### src/dp_consts.svh
`ifndef DP_CONSTS_SVH
`define DP_CONSTS_SVH

// datapath sizes
`define WORD_W       32
`define REG_COUNT    16
`define SHAMT_W      5      // low bits of b used as shift count

// instruction field widths, msb first: opcode, ra, rb, then rc or c2
`define OPCODE_W     5
`define REG_FIELD_W  4
`define RC_PAD_W     15     // unused tail of the register form
`define C2_W         19     // immediate constant

// alu operation codes
`define ALU_OP_W     4
`define ALU_ADD      4'd0
`define ALU_SUB      4'd1
`define ALU_AND      4'd2
`define ALU_OR       4'd3
`define ALU_SHR      4'd4   // logical
`define ALU_SHL      4'd5
`define ALU_ROR      4'd6
`define ALU_ROL      4'd7
`define ALU_NEG      4'd8
`define ALU_NOT      4'd9
`define ALU_MUL      4'd10

`endif

### src/dpPkg.sv
`default_nettype none
`include "dp_consts.svh"

package dpPkg;

    typedef logic [`ALU_OP_W-1:0] aluOpT;

    // one cycle of strobes, 24 bits
    typedef struct packed {
        logic  pcOut;       // bus drivers, one-hot or none
        logic  zLowOut;
        logic  zHighOut;
        logic  mdrOut;
        logic  cSignOut;
        logic  rOut;
        logic  baOut;
        logic  gra;         // register field selects
        logic  grb;
        logic  grc;
        logic  rIn;         // register loads
        logic  marIn;
        logic  mdrIn;
        logic  irIn;
        logic  yIn;
        logic  pcIn;
        logic  zIn;
        logic  incPc;
        logic  read;
        logic  write;
        aluOpT aluOp;
    } controlWord;

    typedef struct packed {
        logic [`OPCODE_W-1:0]    opcode;
        logic [`REG_FIELD_W-1:0] ra;
        logic [`REG_FIELD_W-1:0] rb;
        logic [`REG_FIELD_W-1:0] rc;
        logic [`RC_PAD_W-1:0]    unused;
    } regFormT;

    typedef struct packed {
        logic [`OPCODE_W-1:0]    opcode;
        logic [`REG_FIELD_W-1:0] ra;
        logic [`REG_FIELD_W-1:0] rb;
        logic [`C2_W-1:0]        c2;
    } immFormT;

    // regFile reads the register view, cpuRegs the immediate view
    typedef union packed {
        regFormT regForm;
        immFormT immForm;
    } instrWord;

endpackage

`default_nettype wire

### src/cpuRegs.sv
`timescale 1ns/10ps
`default_nettype none
`include "dp_consts.svh"

module cpuRegs (
    input  logic                 clock,
    input  logic                 rstN,
    input  dpPkg::controlWord    ctrl,
    input  logic [`WORD_W-1:0]   regValue,
    input  logic [`WORD_W-1:0]   mdrValue,
    input  logic [2*`WORD_W-1:0] aluResult,
    output logic [`WORD_W-1:0]   bus,
    output logic [`WORD_W-1:0]   yValue,
    output dpPkg::instrWord      instr
);

    import dpPkg::*;

    logic [`WORD_W-1:0]   pcReg;
    instrWord             irReg;
    logic [`WORD_W-1:0]   yReg;
    logic [2*`WORD_W-1:0] zReg;
    logic [2*`WORD_W-1:0] zNext;
    logic [`WORD_W-1:0]   cSignExt;

    assign instr  = irReg;
    assign yValue = yReg;

    // c2 sign-extended to a full word
    assign cSignExt = {{(`WORD_W-`C2_W){irReg.immForm.c2[`C2_W-1]}}, irReg.immForm.c2};

    // PC increment goes through Z, so the next cycle can move it back to the PC
    always_comb begin
        if (ctrl.incPc) begin
            zNext = {{`WORD_W{1'b0}}, pcReg + `WORD_W'(1)};
        end else begin
            zNext = aluResult;
        end
    end

    // single bus, fixed priority if more than one driver is set
    always_comb begin
        if (ctrl.rOut || ctrl.baOut) begin
            bus = regValue;
        end else if (ctrl.mdrOut) begin
            bus = mdrValue;
        end else if (ctrl.zLowOut) begin
            bus = zReg[`WORD_W-1:0];
        end else if (ctrl.zHighOut) begin
            bus = zReg[2*`WORD_W-1:`WORD_W];
        end else if (ctrl.pcOut) begin
            bus = pcReg;
        end else if (ctrl.cSignOut) begin
            bus = cSignExt;
        end else begin
            bus = '0;                           // idle bus
        end
    end

    always_ff @(posedge clock or negedge rstN) begin
        if (!rstN) begin
            pcReg <= '0;
            irReg <= '0;
            yReg  <= '0;
            zReg  <= '0;
        end else begin
            if (ctrl.pcIn) begin
                pcReg <= bus;
            end
            if (ctrl.irIn) begin
                irReg <= bus;
            end
            if (ctrl.yIn) begin
                yReg <= bus;
            end
            if (ctrl.zIn) begin
                zReg <= zNext;
            end
        end
    end

endmodule

`default_nettype wire

### config.mk
export PLATFORM = sky130hd
export DESIGN_NAME = cpuRegs
export DESIGN_NICKNAME = d
export VERILOG_FILES = /design/src/dpPkg.sv /design/src/cpuRegs.sv
export VERILOG_INCLUDE_DIRS = /design/src
export SDC_FILE = /design/constraint.sdc
export NUM_CORES = 1
export LEC_CHECK = 0
export BUFFER_PORTS_ARGS = -buffer_cell sky130_fd_sc_hd__buf_2
export CAP_MARGIN = 20
export CORE_AREA = 8 8 134 136
export CTS_CLUSTER_SIZE = 25
export DETAILED_ROUTE_END_ITERATION = 7
export DIE_AREA = 0 0 142 144
export PLACE_DENSITY = 0.91
export SYNTH_ARGS = -nofsm -noshare
export SYNTH_HDL_FRONTEND = slang
export SYNTH_SLANG_ARGS = --single-unit
export TNS_END_PERCENT = 5
### constraint.sdc
create_clock -name clock -period 3.1 [get_ports clock]
set_input_delay 0.155 -clock clock [delete_from_list [all_inputs] [get_ports clock]]
set_output_delay 0.155 -clock clock [all_outputs]
set_load 0.03 [all_outputs]
Word-level counts from Yosys, hierarchy flattened --
Cells that the tools add are included.
Storage, ports and cells: register bits after elaboration 160, word-level logic and storage cells 13, bits of input ports 154, output and inout bits 96
Operators by class: reduce and logical (&&, ||, !) cells 1, multiplexer cells 7, $add $sub $neg 1
Operators by type and width (number):
- $mux W32 | 6
- $mux W64 | 1
- $add A32 B1 Y32 const B | 1
- $logic_or A1 B1 Y1 | 1

Logic depth before layout (Yosys ltp) --
Gate-level depths: netlist of run 1.
word-level depth 6, gate-level depth with buffers 8, depth with buffers taken out 6

Worst setup path before layout of run 1 --
No wires, ideal clock.
kind reg-to-output, start reg irReg (netlist bit instr[18]), end out bus[21], data required time 2945 ps, path slack 1234 ps, path buffers 2, cell stages (with the launch flop) 8, data arrival time 1711 ps, path through dfrtp_1 > and3b_1 > buf_2 > buf_2 > a211oi_1 > o31ai_1 > a22oi_1 > inv_1
Between the ends: cells in the longest elaborated chain, start to end 6
Ends and longest elaborated chain:
- start: declaration | RTL line cpuRegs.sv:20 | instrWord irReg;
- start signal: assignment | RTL line cpuRegs.sv:71 | irReg <= bus;
- $mux W32 | RTL line cpuRegs.sv:53 | end else if (ctrl.cSignOut) begin
- $mux W32 | RTL line cpuRegs.sv:51 | end else if (ctrl.pcOut) begin
- $mux W32 | RTL line cpuRegs.sv:49 | end else if (ctrl.zHighOut) begin
- $mux W32 | RTL line cpuRegs.sv:47 | end else if (ctrl.zLowOut) begin
- $mux W32 | RTL line cpuRegs.sv:45 | end else if (ctrl.mdrOut) begin
- $mux W32 | RTL line cpuRegs.sv:43 | if (ctrl.rOut || ctrl.baOut) begin
- end: declaration | RTL line cpuRegs.sv:12 | output logic [`WORD_W-1:0] bus,
No other way between the ends.

Final worst setup path of run 1 --
start reg irReg (netlist bit instr[18]), end out bus[24]
Same word-level chain as after synthesis.

==> out/metrics.yaml, run 1 <==
cts_buffers: 17
cp.required_ns: 2.94
syn_inst: 885
path_delay_family: "compound AO/OA/AOI/OAI gates"
viasPerCell: 5.963
grt.total_usage_pct: 27.90
die_h_um: 144
ant_nets: 0
period_share_pct: 82.90
crit_path_end_kind: "primary output"
crit_arrival_ns: 2.41
dr.pass1.iters: 6
tns_ns: 0
nets: 1267
cts_tree: "built"
dp.cells: 1271
die_x_um: 142
fin_crit_ns: 2.570
ctsRootBufferMaster: "clkbuf_16"
seq_area_frac_synth_pct: 47.27
drc: 0
status: "finished clean"
synth_cell_types: 44
first_global_vias: 8367
num_rows: 47
pre_cts_slack_ns: 0.6623
clock.fmax_mhz: 389.1
drive_gt1_share_pct: 32.89
drtIter0Drc: 699
syn_nets: 1040
grt_max_degree: 70
core_area_um2: 16050
yosys_warnings: 0
crit_buf_inv: 2
whs_ns: 0.009779
grt_setup_unrepaired: "false"
routed_wirelength_um: 28130
cts_buffer_depth: 2
power_density_nw_per_um2: 575.0
die-area_um2: 20450
setup_viol: 0
htree_num_levels: 4
path_max_fanout: 14
synthArstFlopShare_pct: 100.0
r2r_slack_ns: 1.04
clock-sinks: 160
area_delta_synth_final_pct: 26.64
p_leak_uw: 0.004815
slew_headroom_pct: 28.70
route.vias.total: 8032
synth_top_area_share_pct: 47.27
ios: 250
synth_area_leaders: "dfrtp_1 47%, mux2_2 8.2%, a21oi_1 6.0%"
cp-start-kind: "register"
path_cells: "and3b_1, a211oi_1, o31ai_1, a22oi_1, inv_1, buf_2"
post_cts_buffers: 0
wl_per_cell_um: 20.88
syn_area_per_cell_um2: 9.570
gp_congestion: 0.8796
io_buffer_count: 237
drv_cap: 0
skew_ns: 0.01202
max-vdd-ir-drop_v: 0.0004323
max_stage_delay_ns: 0.57
synthFlopType: "dfrtp_1"
hold_viol: 0
layout_setup_ws_ns: 0.5301
antenna_found_initial: 3
place_hpwl_um: 18770
synth_edf_count: 0
grt-ovfl-total: 0
ys_seq_elements: 160
final_cells: 1347
synth.cell_area_um2: 8469
clk_pin_slew_ns: 0.06
start_util_pct: 52.76
grt_first_pass_wirelength_um: 44930
final_max_slew_viol_count: 0
hold_path_class: "primary input to register"
path_class: "register to primary output"
synth_largest_area_cell: "dfrtp_1"
clk_latency_ns: 0.43
critPathSlowestCell: "and3b_1"
tightest_slew_ns: 1.068
[power by group]
group | total, uW | switching, uW | leakage, uW | internal, uW
Sequential | 2560 | 221 | 0.00189 | 2340
Clock | 2200 | 918 | 0.000287 | 1280
Combinational | 1400 | 879 | 0.00264 | 525
[cell type report]
cell class | count | area [um^2]
clock buffer | 18 | 429.2
fill | 1221 | 5329
timing repair buffer | 289 | 1703
multi-input combinational | 587 | 3916
inverter | 57 | 214.0
clock inverter | 14 | 178.9
tap | 220 | 275.3
sequential | 160 | 4004
antenna | 2 | 5.005
[routing by layer]
metal,track usage (%),part of all wire (%),vias up
li1,-,-,3628
met1,32.79,38,3862
met3,7.692,8.6,90
met2,46.21,50,448
met5,0,0.10,-
met4,14.19,3.6,4
[final timing paths]
path	startpoint	to	cells past startpoint
max	instr[18]$_DFFE_PN0P_	bus[24]	6
min	aluResult[30]	zReg[30]$_DFFE_PN0P_	3
max reg2reg	pcReg[3]$_DFFE_PN0P_	zReg[23]$_DFFE_PN0P_	5
min reg2reg	yValue[2]$_DFFE_PN0P_	yValue[2]$_DFFE_PN0P_	1
max in group asynchronous	rstN	yValue[8]$_DFFE_PN0P_	3
min in group asynchronous	rstN	yValue[3]$_DFFE_PN0P_	2
[state kept, by name (all words and copies together), names as in the netlist]
| signal | flops |
|---|---|
| instr | 32 |
| pcReg | 32 |
| yValue | 32 |
| zReg | 64 |
[metrics by stage]
stage | area [um^2] | util, % | total power (uW)
detailed placement | 9692 | 60.37 | 3930
global placement | 9692 | 60.37 | 3875
CTS | 10710 | 66.71 | 6173
finish | 10730 | 66.81 | 6167
global route | 10720 | 66.79 | 6406
floorplan | 8469 | - | 3442
[Yosys cell counts, drive strengths merged (16+ instances only)]
cell / number
dfrtp: 160
a21oi: 102
nor2: 79
mux2: 62
clkbuf: 60
inv: 57
o21ai: 53
nor2b: 41
nand3: 39
buf: 21
a221o: 18
a221oi: 18
nand3b: 18
xor2: 16
[cell families after synthesis]
logic type	count (synthesis)	share of synthesized area, %
AOI/OAI and AO/OA	272	21.13
and+or+nand+nor	226	13.98
DFF	160	47.27
buffers and inverters	138	6.515
muxes	64	8.480
xor gates and xnor gates	24	2.482
adders and majority gates	1	0.1477
[cell usage in the layout (no fill, tap or decap), types with 16 or more instances in the layout]
| cell type | n |
|---|---|
| a21oi_1 | 102 |
| a221o_1 | 18 |
| buf_2 | 235 |
| clkbuf_16 | 17 |
| dfrtp_1 | 160 |
| dlygate4sd3_1 | 42 |
| inv_1 | 56 |
| mux2_2 | 62 |
| nand3_1 | 39 |
| nand3b_1 | 18 |
| nor2_1 | 78 |
| nor2b_1 | 40 |
| o21ai_0 | 53 |
| xor2_1 | 16 |
[tightest hold or removal path, delay by kind of cell]
family / cells / cell delay, ns
compound gates: 2 / 0.15
buf+inv: 1 / 0.09
[timing repair]
| action | CTS | global route |
|---|---|---|
| gates resized for setup | 0 | 0 |
| hold endpoints to repair | 102 | 1 |
| hold buffers | 41 | 1 |
No activity file was read; power rests on OpenSTA's default activity.
==> run 2: changes to the inputs <==
CORE_AREA = 8 8 137 139   (was 8 8 134 136)
DIE_AREA = 0 0 145 147   (was 0 0 142 144)
PLACE_DENSITY = 0.87   (was 0.91)
clock period = 2.5 ns   (was 3.1 ns; I/O delays follow)
==> out/metrics.yaml, run 2 (synthesized netlist as in run 1, its figures left out) <==
status: "finished clean"
grt.total_usage_pct: 25.72
tightest_slew_ns: 1.072
drive_gt1_share_pct: 33.74
hold_path_class: "primary input to register"
tns_ns: 0
switchingPower_uw: 2518
area_delta_synth_final_pct: 29.55
htree_num_levels: 4
cp-start-kind: "register"
switching_share_pct: 32.94
crit_arrival_ns: 2.20
io_buffer_count: 237
cts_tree: "built"
p_leak_uw: 0.004945
grt_max_degree: 72
critical_path_depth: 6
post_cts_buffers: 0
core_area_um2: 16760
critPathSlowestCell: "a22oi_1"
die_x_um: 145
pwr-share-comb_pct: 23.3
ant_nets: 0
dr.pass1.iters: 6
wl_per_cell_um: 20.30
period_share_pct: 92.98
final_max_slew_viol_count: 0
worstHoldPathCells: 3
power_density_nw_per_um2: 696.6
crit_path_end_kind: "primary output"
drtIter0Drc: 599
first_global_vias: 8346
routed_wirelength_um: 27890
clk_pin_slew_ns: 0.07
path_max_fanout: 14
power_uw: 7642
power.share.clock_pct: 35.2
crit_buf_inv: 2
path_class: "register to primary output"
clk_latency_ns: 0.43
start_util_pct: 50.55
slew_headroom_pct: 28.56
die_h_um: 147
route.vias.total: 8072
clock.fmax_mhz: 430.2
top_register: "zReg"
die-area_um2: 21320
ctsRootBufferMaster: "clkbuf_16"
setup_viol: 0
reg2regPathDepth: 5
clock-sinks: 160
mostFrequentLayoutCells: "235 x buf_2, 160 x dfrtp_1, 102 x a21oi_1"
grt_setup_unrepaired: "false"
cts_buffers: 17
num_rows: 48
power.internal_uw: 5125
nets: 1289
grt-ovfl-total: 0
largest_reg_flops: 64
hold_viol: 0
antenna_found_initial: 2
place_hpwl_um: 19410
drv_cap: 0
grt_first_pass_wirelength_um: 44150
skew_ns: 0.01601
ios: 250
cp.required_ns: 2.38
viasPerCell: 5.875
path_cells: "and3b_2, a211oi_1, o31ai_1, a22oi_1, inv_1, buf_2"
cts_buffer_depth: 2
gp_congestion: 0.8573
seq_power_share_pct: 41.4
layout_commonest_cell: "buf_2"
max_stage_delay_ns: 0.45
max-vdd-ir-drop_v: 0.0004647
fin_crit_ns: 2.324
drc: 0
path_delay_family: "compound AO/OA/AOI/OAI gates"
[run 2: changes by cell type in the layout (fill, tap and decap cells not counted), sizes merged]
cell	change
clkinvlp	-3
bufinv	-1
clkinv	+1
dlygate4sd3	+8
inv	+3
buf	+14
[run 2: path summary, 6_finish.rpt]
path                                       start                    end  slack, ns
setup / recovery           instr[18]$_DFFE_PN0P_                bus[25]       0.18
hold / removal                      aluResult[1]    zReg[1]$_DFFE_PN0P_       0.01
setup reg to reg            pcReg[8]$_DFFE_PN0P_   zReg[22]$_DFFE_PN0P_       0.49
hold reg to reg            yValue[1]$_DFFE_PN0P_  yValue[1]$_DFFE_PN0P_       0.50
max in group asynchronous                   rstN   zReg[62]$_DFFE_PN0P_       1.40
min in group asynchronous                   rstN  instr[14]$_DFFE_PN0P_       0.27
[run 2: power groups by stage]
stage / combinational (uW) / clock, uW / sequential [uW]
after floorplan: 872 / 0 / 3400
after CTS: 1780 / 2730 / 3150
after global routing: 1920 / 2830 / 3200
after global placement: 1670 / 0 / 3180
after detailed placement: 1710 / 0 / 3200
final: 1780 / 2690 / 3170
[run 2: layer usage]
metal	wire (um)	track usage [%]	up-vias
met1	11260	31.22	3930
met2	13490	42.24	391
li1	-	-	3681
met3	2086	6.490	70
met4	1054	12.26	0
met5	0	0	-
[run 2: tightest hold or removal path, cell delays in order]
cell and delay (ns):
buf_2 0.08, mux2i_1 0.06, a21oi_1 0.13
[run 2: through the flow]
| stage | instances | hold slack [ns] | setup slack, ns | utilization [%] | area (um^2) |
|---|---|---|---|---|---|
| 5_1_grt | 1374 | 0.02002 | 0.008976 | 65.48 | 10970 |
| 3_5_place_dp | 1290 | 0.1880 | 0.4192 | 58.80 | 9853 |
| 2_1_floorplan | 885 | -0.1706 | 0.6643 | - | 8469 |
| 4_1_cts | 1372 | 0.002536 | 0.03033 | 65.41 | 10960 |
| 3_3_place_gp | 1290 | 0.1783 | 0.4341 | 58.80 | 9853 |
| 6_report | 1374 | 0.01450 | 0.1756 | 65.48 | 10970 |
[run 2: what timing repair did]
item / CTS / global route
hold buffers: 50 / 0
resized for setup: 0 / 2
hold endpoints to repair: 117 / 0
setup endpoints to repair: 0 / 12
[run 2: cell type report]
cell class / instances / area (um^2)
multi-input combinational: 587 / 3923
tap: 225 / 281.5
fill: 1284 / 5784
sequential: 160 / 4004
clock buffer: 18 / 439.2
timing repair buffer: 311 / 1938
inverter: 57 / 214.0
clock inverter: 14 / 167.7
antenna: 2 / 5.005
