==> src/dp_consts.svh <==
`ifndef DP_CONSTS_SVH
`define DP_CONSTS_SVH

// datapath sizes
`define WORD_W       32
`define REG_COUNT    16
`define SHAMT_W      5      // low bits of b used as shift count

// instruction field widths, msb first: opcode, ra, rb, then rc or c2
`define OPCODE_W     5
`define REG_FIELD_W  4
`define RC_PAD_W     15     // unused tail of the register form
`define C2_W         19     // immediate constant

// alu operation codes
`define ALU_OP_W     4
`define ALU_ADD      4'd0
`define ALU_SUB      4'd1
`define ALU_AND      4'd2
`define ALU_OR       4'd3
`define ALU_SHR      4'd4   // logical
`define ALU_SHL      4'd5
`define ALU_ROR      4'd6
`define ALU_ROL      4'd7
`define ALU_NEG      4'd8
`define ALU_NOT      4'd9
`define ALU_MUL      4'd10

`endif

==> src/dpPkg.sv <==
`default_nettype none
`include "dp_consts.svh"

package dpPkg;

    typedef logic [`ALU_OP_W-1:0] aluOpT;

    // one cycle of strobes, 24 bits
    typedef struct packed {
        logic  pcOut;       // bus drivers, one-hot or none
        logic  zLowOut;
        logic  zHighOut;
        logic  mdrOut;
        logic  cSignOut;
        logic  rOut;
        logic  baOut;
        logic  gra;         // register field selects
        logic  grb;
        logic  grc;
        logic  rIn;         // register loads
        logic  marIn;
        logic  mdrIn;
        logic  irIn;
        logic  yIn;
        logic  pcIn;
        logic  zIn;
        logic  incPc;
        logic  read;
        logic  write;
        aluOpT aluOp;
    } controlWord;

    typedef struct packed {
        logic [`OPCODE_W-1:0]    opcode;
        logic [`REG_FIELD_W-1:0] ra;
        logic [`REG_FIELD_W-1:0] rb;
        logic [`REG_FIELD_W-1:0] rc;
        logic [`RC_PAD_W-1:0]    unused;
    } regFormT;

    typedef struct packed {
        logic [`OPCODE_W-1:0]    opcode;
        logic [`REG_FIELD_W-1:0] ra;
        logic [`REG_FIELD_W-1:0] rb;
        logic [`C2_W-1:0]        c2;
    } immFormT;

    // regFile reads the register view, cpuRegs the immediate view
    typedef union packed {
        regFormT regForm;
        immFormT immForm;
    } instrWord;

endpackage

`default_nettype wire

==> src/memPort.sv <==
`timescale 1ns/10ps
`default_nettype none
`include "dp_consts.svh"

module memPort (
    input  logic               clock,
    input  logic               rstN,
    input  dpPkg::controlWord  ctrl,
    input  logic [`WORD_W-1:0] bus,
    input  logic [`WORD_W-1:0] memData,        // combinational read data
    output logic [`WORD_W-1:0] memAddr,
    output logic [`WORD_W-1:0] memWriteData,
    output logic [`WORD_W-1:0] mdrValue,
    output logic               memWrite
);

    logic [`WORD_W-1:0] marReg;
    logic [`WORD_W-1:0] mdrReg;
    logic [`WORD_W-1:0] mdrNext;

    // read selects memory over the bus
    assign mdrNext = ctrl.read ? memData : bus;

    always_ff @(posedge clock or negedge rstN) begin
        if (!rstN) begin
            marReg <= '0;
            mdrReg <= '0;
        end else begin
            if (ctrl.marIn) begin
                marReg <= bus;
            end
            if (ctrl.mdrIn) begin
                mdrReg <= mdrNext;
            end
        end
    end

    assign memAddr      = marReg;
    assign memWriteData = mdrReg;
    assign mdrValue     = mdrReg;
    assign memWrite     = ctrl.write;           // same cycle as the strobe

endmodule

`default_nettype wire

==> config.mk <==
export PLATFORM = sky130hd
export DESIGN_NAME = memPort
export DESIGN_NICKNAME = d
export VERILOG_FILES = /design/src/dpPkg.sv /design/src/memPort.sv
export VERILOG_INCLUDE_DIRS = /design/src
export SDC_FILE = /design/constraint.sdc
export NUM_CORES = 1
export LEC_CHECK = 0
export BUFFER_PORTS_ARGS = -buffer_cell sky130_fd_sc_hd__buf_4
export CAP_MARGIN = 25
export CELL_PAD_IN_SITES_DETAIL_PLACEMENT = 1
export CELL_PAD_IN_SITES_GLOBAL_PLACEMENT = 2
export CORE_UTILIZATION = 27
export CTS_CLUSTER_SIZE = 16
export DETAILED_ROUTE_END_ITERATION = 10
export PLACE_DENSITY = 0.88
export SYNTH_ARGS = -nofsm -noshare
export SYNTH_HDL_FRONTEND = slang
export SYNTH_SLANG_ARGS = --single-unit
export TNS_END_PERCENT = 50
==> constraint.sdc <==
create_clock -name clock -period 1.3 [get_ports clock]
set_clock_uncertainty 0.05 [all_clocks]
set_input_delay 0.065 -clock clock [delete_from_list [all_inputs] [get_ports clock]]
set_output_delay 0.065 -clock clock [all_outputs]
set_load 0.005 [all_outputs]
# Yosys cells after proc, flatten, opt, wreduce, memory -nomap -nowiden

Cells that the tools add are included.

Muxes and demuxes: 1

Operators by type and width:

| cell              | count |
|---|---|
| 32-bit 2-to-1 mux | 1 |

Bits in registers: 64
Input bits: 90
Output and inout bits: 97
Logic and storage cells: 3

# Logic depth before layout (Yosys ltp)

Gate-level depths: netlist of run 1.

Word-level depth: 1
Depth in mapped cells: 4
Mapped depth without buffers: 2

# Worst setup path before layout of run 1

Ideal clock, no wire load.

Path type: register -> register
Start: reg, netlist name memAddr[0]
End: reg marReg[0] (netlist: memAddr[0])
Setup time: 125 ps
Data arrival time: 623 ps
Data required time: 1125 ps
Slack: 502 ps
Stages on the path, launching flop included: 2
Path buffers: 0
Clock period less this slack: 798 ps
Cell sequence: dfrtp_1 -> mux2_4

RTL lines:

| item                   | RTL line      | RTL |
|---|---|---|
| end signal: assignment | memPort.sv:30 | `marReg <= bus;` |
| end: declaration       | memPort.sv:17 | `` logic [`WORD_W-1:0] marReg; `` |

# Final worst setup path of run 1

Start: reg mdrReg[19] (netlist: mdrValue[19])
End: out memWriteData[19]

RTL lines:

| item                     | RTL line      | RTL |
|---|---|---|
| start: declaration       | memPort.sv:18 | `` logic [`WORD_W-1:0] mdrReg; `` |
| start signal: assignment | memPort.sv:33 | `mdrReg <= mdrNext;` |
| end: declaration         | memPort.sv:12 | `` output logic [`WORD_W-1:0] memWriteData, `` |

No word-level cell between the ends.

==> impl_metrics.env, run 1 <==
export IMPL_crit_path_top_delay_cell="dfrtp_1"
export IMPL_cts_root_buffer="clkbuf_16"
export IMPL_cpPeakStageDelay_ps=410
export IMPL_critPathTopFamily="flip-flops"
export IMPL_crit_buf_inv=1
export IMPL_clock_fmax_mhz=1002
export IMPL_cts_buffers=9
export IMPL_htreeDepth=3
export IMPL_grt_max_degree=65
export IMPL_critical_path_arrival_ps=880
export IMPL_overflow=0
export IMPL_place_congestion=0.6943
export IMPL_maxSlewHeadroom_pct=78.58
export IMPL_vdd_drop_max_uv=488.0
export IMPL_final_hold_violation_count=0
export IMPL_startpoint_type="flip-flop"
export IMPL_die_y_um=108.7
export IMPL_cts_num_sinks=64
export IMPL_p_leak_uw=0.002436
export IMPL_via_count=2479
export IMPL_holdPathEnd="mdrValue[13]$_DFFE_PN0P_"
export IMPL_area_growth_pct=59.63
export IMPL_yosysSeqAreaShare_pct=52.10
export IMPL_r2r_start="memAddr[20]$_DFFE_PN0P_"
export IMPL_yosys_register_bits=64
export IMPL_chipWidth_um=108.7
export IMPL_drv_slew=0
export IMPL_io_buffers=164
export IMPL_drt_pass1_iterations=6
export IMPL_ctsHoldBuffers=45
export IMPL_whs_ps=8.132
export IMPL_required_ps=1190
export IMPL_ant_nets=0
export IMPL_worstHoldStart="memData[13]"
export IMPL_multiInputGateArea_mm2=0.001074
export IMPL_finalCriticalPeriod_ps=997.9
export IMPL_netlist_instances=240
export IMPL_regArea_mm2=0.001602
export IMPL_drc_errors=0
export IMPL_grt_use_total_pct=14.80
export IMPL_start_util_pct=27.99
export IMPL_wl_per_cell_um=15.47
export IMPL_core_area_mm2=0.01098
export IMPL_via_per_inst=4.419
export IMPL_cp_end_kind="output port"
export IMPL_fin_crit_sh_pct=76.76
export IMPL_p_per_area_mw_per_mm2=1221
export IMPL_r2r_slack_ps=460
export IMPL_cts_tree="built"
export IMPL_fin_cells=561
export IMPL_cts_buffer_depth=2
export IMPL_drtIter0Drc=75
export IMPL_dieArea_mm2=0.01182
export IMPL_fp_row_count=38
export IMPL_cp_cell_sequence="buf_4"
export IMPL_status="finished clean"
export IMPL_synth_warnings=0
export IMPL_grt_pass1_vias=2608
export IMPL_antenna_found_initial=0
export IMPL_n_fill_cell=1182
export IMPL_drive_above_1_share_pct=51.07
export IMPL_wl_um=8677
export IMPL_dp_cells=501
export IMPL_whs_path_depth=3
export IMPL_tightest_slew_ps=321.2
export IMPL_worstHoldPathType="primary input to flip-flop"
export IMPL_postSynthAreaPerCell_um2=12.81
export IMPL_finalSetupViolCount=0
export IMPL_finalNetCount=507
export IMPL_critical_path_class="flip-flop to output port"
export IMPL_reg2reg_depth=1
export IMPL_critPathMaxFanout=3
export IMPL_insertion_delay_ps=310
export IMPL_clk_pin_slew_ps=60
export IMPL_syn_nets=330
export IMPL_antennaDiodeCount=0
export IMPL_synth_cell_types=10
export IMPL_ios=187
export IMPL_dp_hpwl_um=5806
export IMPL_cts_resized=0
export IMPL_post_cts_buffers=0
export IMPL_max_cap_violations=0
export IMPL_grt_pass1_wl_um=13340
export IMPL_rsz0062_at_grt="false"
export IMPL_setup_tns_ps=0
export IMPL_syn_area_mm2=0.003074
export IMPL_r2r_end="memAddr[20]$_DFFE_PN0P_"
-- layout by cell type, fill, tap and decap left out --
master	netlist	layout
a21oi_1	32	32
buf_4	33	165
mux2_4	30	30
clkinv_2	0	3
mux2_2	2	2
clkbuf_1	0	1
mux2i_1	32	32
clkbuf_8	0	1
clkbuf_16	0	9
buf_12	3	4
nor2_1	32	32
bufinv_16	0	1
dfrtp_1	64	64
dlygate4sd3_1	0	45
-- worst max path at each step --
| stage | from | end | cells after the start | slack, ps |
|---|---|---|---|---|
| 3_3_place_gp | ctrl[12] | memAddr[31]$_DFFE_PN0P_ | 3 | 330 |
| 2_1_floorplan | memAddr[0]$_DFFE_PN0P_ | memAddr[0]$_DFFE_PN0P_ | 1 | 500 |
| 6_report | mdrValue[19]$_DFFE_PN0P_ | memWriteData[19] | 1 | 300 |
| 4_1_cts | mdrValue[31]$_DFFE_PN0P_ | mdrValue[31] | 1 | 290 |
| 3_5_place_dp | ctrl[12] | memAddr[31]$_DFFE_PN0P_ | 3 | 320 |
| 5_1_grt | mdrValue[31]$_DFFE_PN0P_ | mdrValue[31] | 1 | 270 |
-- final cells by class --
cell class | instances | share of cell area (%)
Clock buffer | 11 | 4.946
Clock inverter | 4 | 0.9179
Multi-Input combinational cell | 128 | 21.88
Sequential cell | 64 | 32.64
Tap cell | 140 | 3.570
Timing Repair Buffer | 214 | 36.05
-- synth_stat cells --
| cell | number | area, µm² |
|---|---|---|
| a21oi_1 | 32 | 160.2 |
| nor2_1 | 32 | 120.1 |
| buf_6 | 5 | 56.30 |
| mux2i_1 | 32 | 320.3 |
| mux2_4 | 30 | 450.4 |
| buf_12 | 3 | 60.06 |
| mux2_2 | 2 | 22.52 |
| buf_4 | 33 | 247.7 |
| dfrtp_1 | 64 | 1602 |
| buf_2 | 7 | 35.03 |
-- per-stage QoR --
stage	worst slack [ps]	instance area, µm²	util [%]	total power [µW]
floorplan	501.7	3074	-	2945
detailed placement	320.7	4169	37.96	3585
global placement	329.8	4169	37.96	3540
finish	302.1	4907	44.68	5991
CTS	285.4	4907	44.68	6081
global route	269.5	4907	44.68	6290
-- routing by layer --
metal,vias up,global-route usage [%],routed length [µm]
met5,-,0,0
met4,0,5.695,108
met3,12,3.706,532
met2,102,25.86,4490
met1,1227,17.35,3545
li1,1138,-,-
-- cells by family (layout without fill, tap and decap cells) --
family | Yosys count | after routing | share of synthesized area (%)
and+or+nand+nor | 32 | 32 | 3.907
muxes | 64 | 64 | 25.80
buffers and inverters | 48 | 229 | 12.98
DFF | 64 | 64 | 52.10
AOI/OAI and AO/OA | 32 | 32 | 5.209
-- power by group --
part / total [µW] / internal, µW / switching (µW) / leakage, µW
Combinational: 1290 / 835 / 452 / 0.00156
Sequential: 2360 / 2200 / 163 / 0.000731
Clock: 2340 / 1510 / 825 / 0.000145
Total: 5990 / 4550 / 1440 / 0.00244
-- state kept, by name, indices dropped and copies added, names as in the netlist --
| signal | flops |
|---|---|
| memAddr | 32 |
| mdrValue | 32 |
(Power assumes the default switching activity.)
==> inputs of run 2 (changes only) <==
Settings changed: ABC_AREA set to 1, CORE_UTILIZATION 27 to 20, PLACE_DENSITY 0.88 to 0.79.
Clock period 1.3 ns to 0.9 ns, I/O delays scaled along.
==> impl_metrics.env, run 2 <==
export IMPL_startpoint_type="flip-flop"
export IMPL_pre_cts_ws_ps=63.60
export IMPL_grt_pass1_vias=3653
export IMPL_dp_hpwl_um=7711
export IMPL_max_cap_violations=0
export IMPL_grt_use_total_pct=15.20
export IMPL_netlist_instances=408
export IMPL_cts_buffer_depth=2
export IMPL_synth_adder_area_share_pct=0
export IMPL_finalCriticalPeriod_ps=997.8
export IMPL_syn_area_mm2=0.003176
export IMPL_worstHoldStart="ctrl[11]"
export IMPL_ys_flop_type="dfrtp_1"
export IMPL_synth_warnings=0
export IMPL_area_growth_pct=83.14
export IMPL_r2r_start="mdrValue[1]$_DFFE_PN0P_"
export IMPL_final_common_cell="nand2_1"
export IMPL_crit_path_top_delay_cell="dfrtp_2"
export IMPL_critPathTopFamily="flip-flops"
export IMPL_critPathMaxFanout=3
export IMPL_yosys_top_cells_count="128 x nand2_1, 64 x dfrtp_1, 64 x inv_1, 43 x buf_4"
export IMPL_clock_fmax_mhz=1002
export IMPL_r2r_end="mdrValue[1]$_DFFE_PN0P_"
export IMPL_fp_row_count=45
export IMPL_dp_cells=742
export IMPL_ant_nets=0
export IMPL_core_area_mm2=0.01537
export IMPL_critical_path_class="flip-flop to output port"
export IMPL_synth_top_cell_by_area="dfrtp_1"
export IMPL_dieArea_mm2=0.01639
export IMPL_htreeDepth=3
export IMPL_insertion_delay_ps=320
export IMPL_postSynthAreaPerCell_um2=7.783
export IMPL_whs_path_depth=3
export IMPL_final_cell_mix="128 x nand2_1, 99 x buf_4, 84 x buf_6, 66 x dlygate4sd3_1, 63 x inv_1"
export IMPL_drc_errors=0
export IMPL_antenna_found_initial=1
export IMPL_clk_pin_slew_ps=60
export IMPL_muxShareOfSynthArea_pct=0
export IMPL_cpPeakStageDelay_ps=440
export IMPL_synth_cell_types=11
export IMPL_ios=187
export IMPL_p_leak_uw=0.003070
export IMPL_synthXorXnorAreaFrac_pct=0
export IMPL_synth_top_family_by_area="simple AND/OR/NAND/NOR gates"
export IMPL_r2r_slack_ps=50
export IMPL_io_buffers=164
export IMPL_violations="negative setup slack"
export IMPL_timing_final_ws_setup_ps=-97.85
export IMPL_cts_buffers=9
export IMPL_overflow=0
export IMPL_yosysSeqAreaShare_pct=50.43
export IMPL_holdPathEnd="mdrValue[7]$_DFFE_PN0P_"
export IMPL_async_reset_ff_share_pct=100.0
export IMPL_n_fill_cell=1805
export IMPL_start_util_pct=20.66
export IMPL_wl_per_cell_um=14.49
export IMPL_yosys_register_bits=64
export IMPL_fin_cells=836
export IMPL_chipWidth_um=128.0
export IMPL_p_per_area_mw_per_mm2=1610
export IMPL_drive_above_1_share_pct=33.33
export IMPL_yosysMostFrequentCell="nand2_1"
export IMPL_die_y_um=128.0
export IMPL_drv_slew=0
export IMPL_yosys_area_top_type_share_pct=50.43
export IMPL_worstHoldPathType="primary input to flip-flop"
export IMPL_wl_um=12110
export IMPL_critical_path_arrival_ps=900
export IMPL_required_ps=810
export IMPL_fin_crit_sh_pct=110.9
export IMPL_drtIter0Drc=66
export IMPL_maxSlewHeadroom_pct=73.11
export IMPL_whs_ps=7.017
export IMPL_syn_nets=498
export IMPL_cts_tree="built"
export IMPL_grt_max_degree=65
export IMPL_finalNetCount=710
export IMPL_tightest_slew_ps=403.4
export IMPL_grt_pass1_wl_um=19000
export IMPL_yosys_area_share_simple_pct=23.96
export IMPL_rsz0062_at_grt="true"
export IMPL_cp_cell_sequence="buf_6"
export IMPL_finalSetupViolCount=96
export IMPL_via_per_inst=3.976
export IMPL_reg2reg_depth=3
export IMPL_cts_root_buffer="clkbuf_16"
export IMPL_synth_compound_area_share_pct=5.043
export IMPL_crit_buf_inv=1
export IMPL_place_congestion=0.7538
export IMPL_drt_pass1_iterations=4
export IMPL_cp_end_kind="output port"
export IMPL_final_hold_violation_count=0
export IMPL_synth_edf_count=0
export IMPL_status="finished with violations"
export IMPL_cts_num_sinks=64
export IMPL_vdd_drop_max_uv=782.7
export IMPL_synth_area_top_cells="dfrtp_1 50%, nand2_1 15%, buf_4 10%"
export IMPL_setup_tns_ps=-5601
export IMPL_via_count=3324
## run 2: final cells by class
class,instances,area [µm²],area share (%)
tap,211,264.0,4.540
clock buffer,11,232.7,4.002
timing repair buffer,255,2470,42.47
multi-input combinational,224,920.9,15.83
clock inverter,4,70.07,1.205
inverter,66,250.2,4.303
sequential,64,1605,27.60
antenna,1,2.502,0.04303
## run 2: per-stage QoR
step                power (µW)  cell area, µm²  util, %
floorplan                 4164            3176        -
global placement          5108            4441    28.89
detailed placement        5155            4441    28.89
CTS                       9391            5727    37.26
global route              9844            5816    37.83
finish                    9360            5816    37.83
## run 2: cells by family (layout without fill, tap and decap cells)
kind of cell / Yosys count / count (layout)
buffers and inverters: 120 / 336
other: 0 / 1
AO/OA/AOI/OAI: 32 / 32
AND/OR/NAND/NOR: 192 / 192
flip-flops: 64 / 64
## run 2: how the worst max path moves through the flow
stage,cells past startpoint,from,to
finish,1,mdrValue[26]$_DFFE_PN0P_,mdrValue[26]
global route,1,mdrValue[26]$_DFFE_PN0P_,mdrValue[26]
CTS,1,mdrValue[26]$_DFFE_PN0P_,memWriteData[26]
detailed placement,6,ctrl[5],mdrValue[19]$_DFFE_PN0P_
global placement,6,ctrl[5],mdrValue[4]$_DFFE_PN0P_
floorplan,2,memAddr[29]$_DFFE_PN0P_,memAddr[29]$_DFFE_PN0P_
## run 2: power breakdown
part	internal, µW	switching (µW)	total (µW)
Combinational	1420	829	2250
Sequential	3170	300	3470
Clock	2400	1240	3640
## run 2: timing repair
action,CTS,global route
hold buffers,66,0
endpoints found under the hold margin,127,0
gates resized for setup,76,12
gates cloned,0,0
pin swaps,0,0
endpoints found under the setup margin,96,97
buffers inserted,5,7
## run 2: worst reg2reg max path, delay by kind of cell (launching register included)
kind | cells | cell delay (ps)
DFF | 1 | 420
buffers and inverters | 1 | 150
and+or+nand+nor | 2 | 130
## run 2: metal layers
layer | track usage (%) | share of wire (%) | routed length [µm] | up-vias
li1 | - | - | - | 1605
met1 | 17.06 | 41 | 4918 | 1607
met2 | 27.78 | 54 | 6513 | 92
met3 | 2.796 | 3.3 | 405 | 20
met4 | 6.990 | 2.3 | 275 | 0
met5 | 0 | 0 | 0 | -
==> inputs of run 3 (changes only) <==
Settings changed: RECOVER_POWER set to 100.
==> impl_metrics.env, run 3 (same netlist as run 2, synthesis figures left out) <==
export IMPL_setup_tns_ps=-5489
export IMPL_power_switching_uw=2364
export IMPL_io_buffers=164
export IMPL_final_hold_violation_count=0
export IMPL_timing_final_ws_setup_ps=-94.89
export IMPL_power_share_combinational_pct=23.9
export IMPL_final_cell_mix="128 x nand2_1, 84 x buf_6, 66 x dlygate4sd3_1, 66 x buf_4, 64 x inv_1"
export IMPL_fin_cells=836
export IMPL_finalNetCount=710
export IMPL_grt_max_degree=65
export IMPL_cts_root_buffer="clkbuf_16"
export IMPL_post_route_util_pct=37.79
export IMPL_critPathTopFamily="flip-flops"
export IMPL_drc_errors=0
export IMPL_cts_tree="built"
export IMPL_via_count=3327
export IMPL_clk_pin_slew_ps=60
export IMPL_drtIter0Drc=57
export IMPL_via_per_inst=3.980
export IMPL_place_congestion=0.7538
export IMPL_start_util_pct=20.66
export IMPL_required_ps=810
export IMPL_clock_fmax_mhz=1005
export IMPL_drive_above_1_share_pct=33.17
export IMPL_dp_hpwl_um=7711
export IMPL_stdcell_area_mm2=0.005809
export IMPL_violations="negative setup slack"
export IMPL_grt_pass1_wl_um=19000
export IMPL_overflow=0
export IMPL_fin_crit_sh_pct=110.5
export IMPL_cpPeakStageDelay_ps=440
export IMPL_pwr_share_seq_pct=37.1
export IMPL_htreeDepth=3
export IMPL_max_cap_violations=0
export IMPL_p_clk_share_pct=39.0
export IMPL_regArea_mm2=0.001605
export IMPL_startpoint_type="flip-flop"
export IMPL_area_growth_pct=82.94
export IMPL_critPathMaxFanout=3
export IMPL_vdd_drop_max_uv=781.8
export IMPL_dp_cells=742
export IMPL_crit_buf_inv=1
export IMPL_ant_nets=0
export IMPL_maxSlewHeadroom_pct=61.47
export IMPL_insertion_delay_ps=320
export IMPL_rsz0062_at_grt="true"
export IMPL_cts_buffer_depth=2
export IMPL_n_fill_cell=1807
export IMPL_status="finished with violations"
export IMPL_final_common_cell="nand2_1"
export IMPL_wl_per_cell_um=14.44
export IMPL_critical_path_class="flip-flop to output port"
export IMPL_critical_path_arrival_ps=900
export IMPL_cp_end_kind="output port"
export IMPL_ios=187
export IMPL_finalSetupViolCount=96
export IMPL_multiInputGateArea_um2=920.9
export IMPL_drv_slew=0
export IMPL_drt_pass1_iterations=4
export IMPL_worstHoldPathType="primary input to flip-flop"
export IMPL_antenna_found_initial=1
export IMPL_die_y_um=128.0
export IMPL_cts_buffers=9
export IMPL_wl_um=12070
export IMPL_tightest_slew_ps=577.9
export IMPL_core_area_mm2=0.01537
export IMPL_p_leak_uw=0.003061
export IMPL_finalCriticalPeriod_ps=994.9
export IMPL_chipWidth_um=128.0
export IMPL_placed_cell_area_mm2=0.004441
export IMPL_grt_pass1_vias=3653
export IMPL_fp_row_count=45
export IMPL_cts_num_sinks=64
export IMPL_cp_cell_sequence="buf_6"
export IMPL_p_sw_share_pct=25.31
export IMPL_internal_power_uw=6976
export IMPL_grt_use_total_pct=15.20
export IMPL_dieArea_mm2=0.01639
export IMPL_crit_path_top_delay_cell="dfrtp_2"
export IMPL_p_per_area_mw_per_mm2=1608
==> run 3: area by class of cell <==
| cell class | count | share of cell area [%] |
|---|---|---|
| Inverter | 66 | 4.308 |
| Timing Repair Buffer | 255 | 42.41 |
| Antenna cell | 1 | 0.04308 |
| Clock buffer | 11 | 4.006 |
| Sequential cell | 64 | 27.63 |
| Multi-Input combinational cell | 224 | 15.85 |
| Clock inverter | 4 | 1.206 |
| Tap cell | 211 | 4.544 |
==> run 3: power groups by stage <==
stage                     clock network, µW  registers, µW  logic, µW
after detailed placement                  0           3440       1710
after global placement                    0           3420       1680
after CTS                              3750           3460       2180
after floorplan                           0           3410        752
after global routing                   3880           3500       2450
final                                  3640           3460       2240
==> run 3: worst paths after layout <==
check | start | to | slack (ps) | cells after the start
setup / recovery | mdrValue[26]$_DFFE_PN0P_ | mdrValue[26] | -90 | 1
hold / removal | ctrl[11] | mdrValue[7]$_DFFE_PN0P_ | 7 | 3
setup reg to reg | mdrValue[1]$_DFFE_PN0P_ | mdrValue[1]$_DFFE_PN0P_ | 50 | 3
hold reg to reg | mdrValue[23]$_DFFE_PN0P_ | mdrValue[23]$_DFFE_PN0P_ | 470 | 2
max in group asynchronous | rstN | mdrValue[30]$_DFFE_PN0P_ | 20 | 3
min in group asynchronous | rstN | memAddr[0]$_DFFE_PN0P_ | 290 | 3
==> run 3: worst register-to-register path, stage by stage, from the launching register on <==
cell and delay [ps]:
dfrtp_1 420, clkbuf_4 150, nand2_1 70, nand2_1 60
==> run 3: what timing repair did <==
action,CTS,global route
hold buffers,66,0
resized for setup,76,12
hold endpoints to repair,127,0
endpoints found under the setup margin,96,97
setup buffers,5,7
==> run 3: metal layers <==
| layer | vias to the layer above | routed length [µm] | global-route usage (%) | share of wire [%] |
|---|---|---|---|---|
| met5 | - | 0 | 0 | 0 |
| met2 | 94 | 6481 | 27.78 | 54 |
| li1 | 1605 | - | - | - |
| met3 | 20 | 402 | 2.796 | 3.3 |
| met1 | 1608 | 4911 | 17.06 | 41 |
| met4 | 0 | 275 | 6.990 | 2.3 |
==> run 3: through the flow <==
step                      setup slack (ps)  hold slack (ps)  total power [µW]
final                               -94.89            7.436              9340
after global routing                -124.0            12.13              9827
after CTS                           -110.6            3.576              9391
after detailed placement             63.60            36.43              5155
after global placement               99.41            29.41              5108
after floorplan                      227.0           -300.6              4164
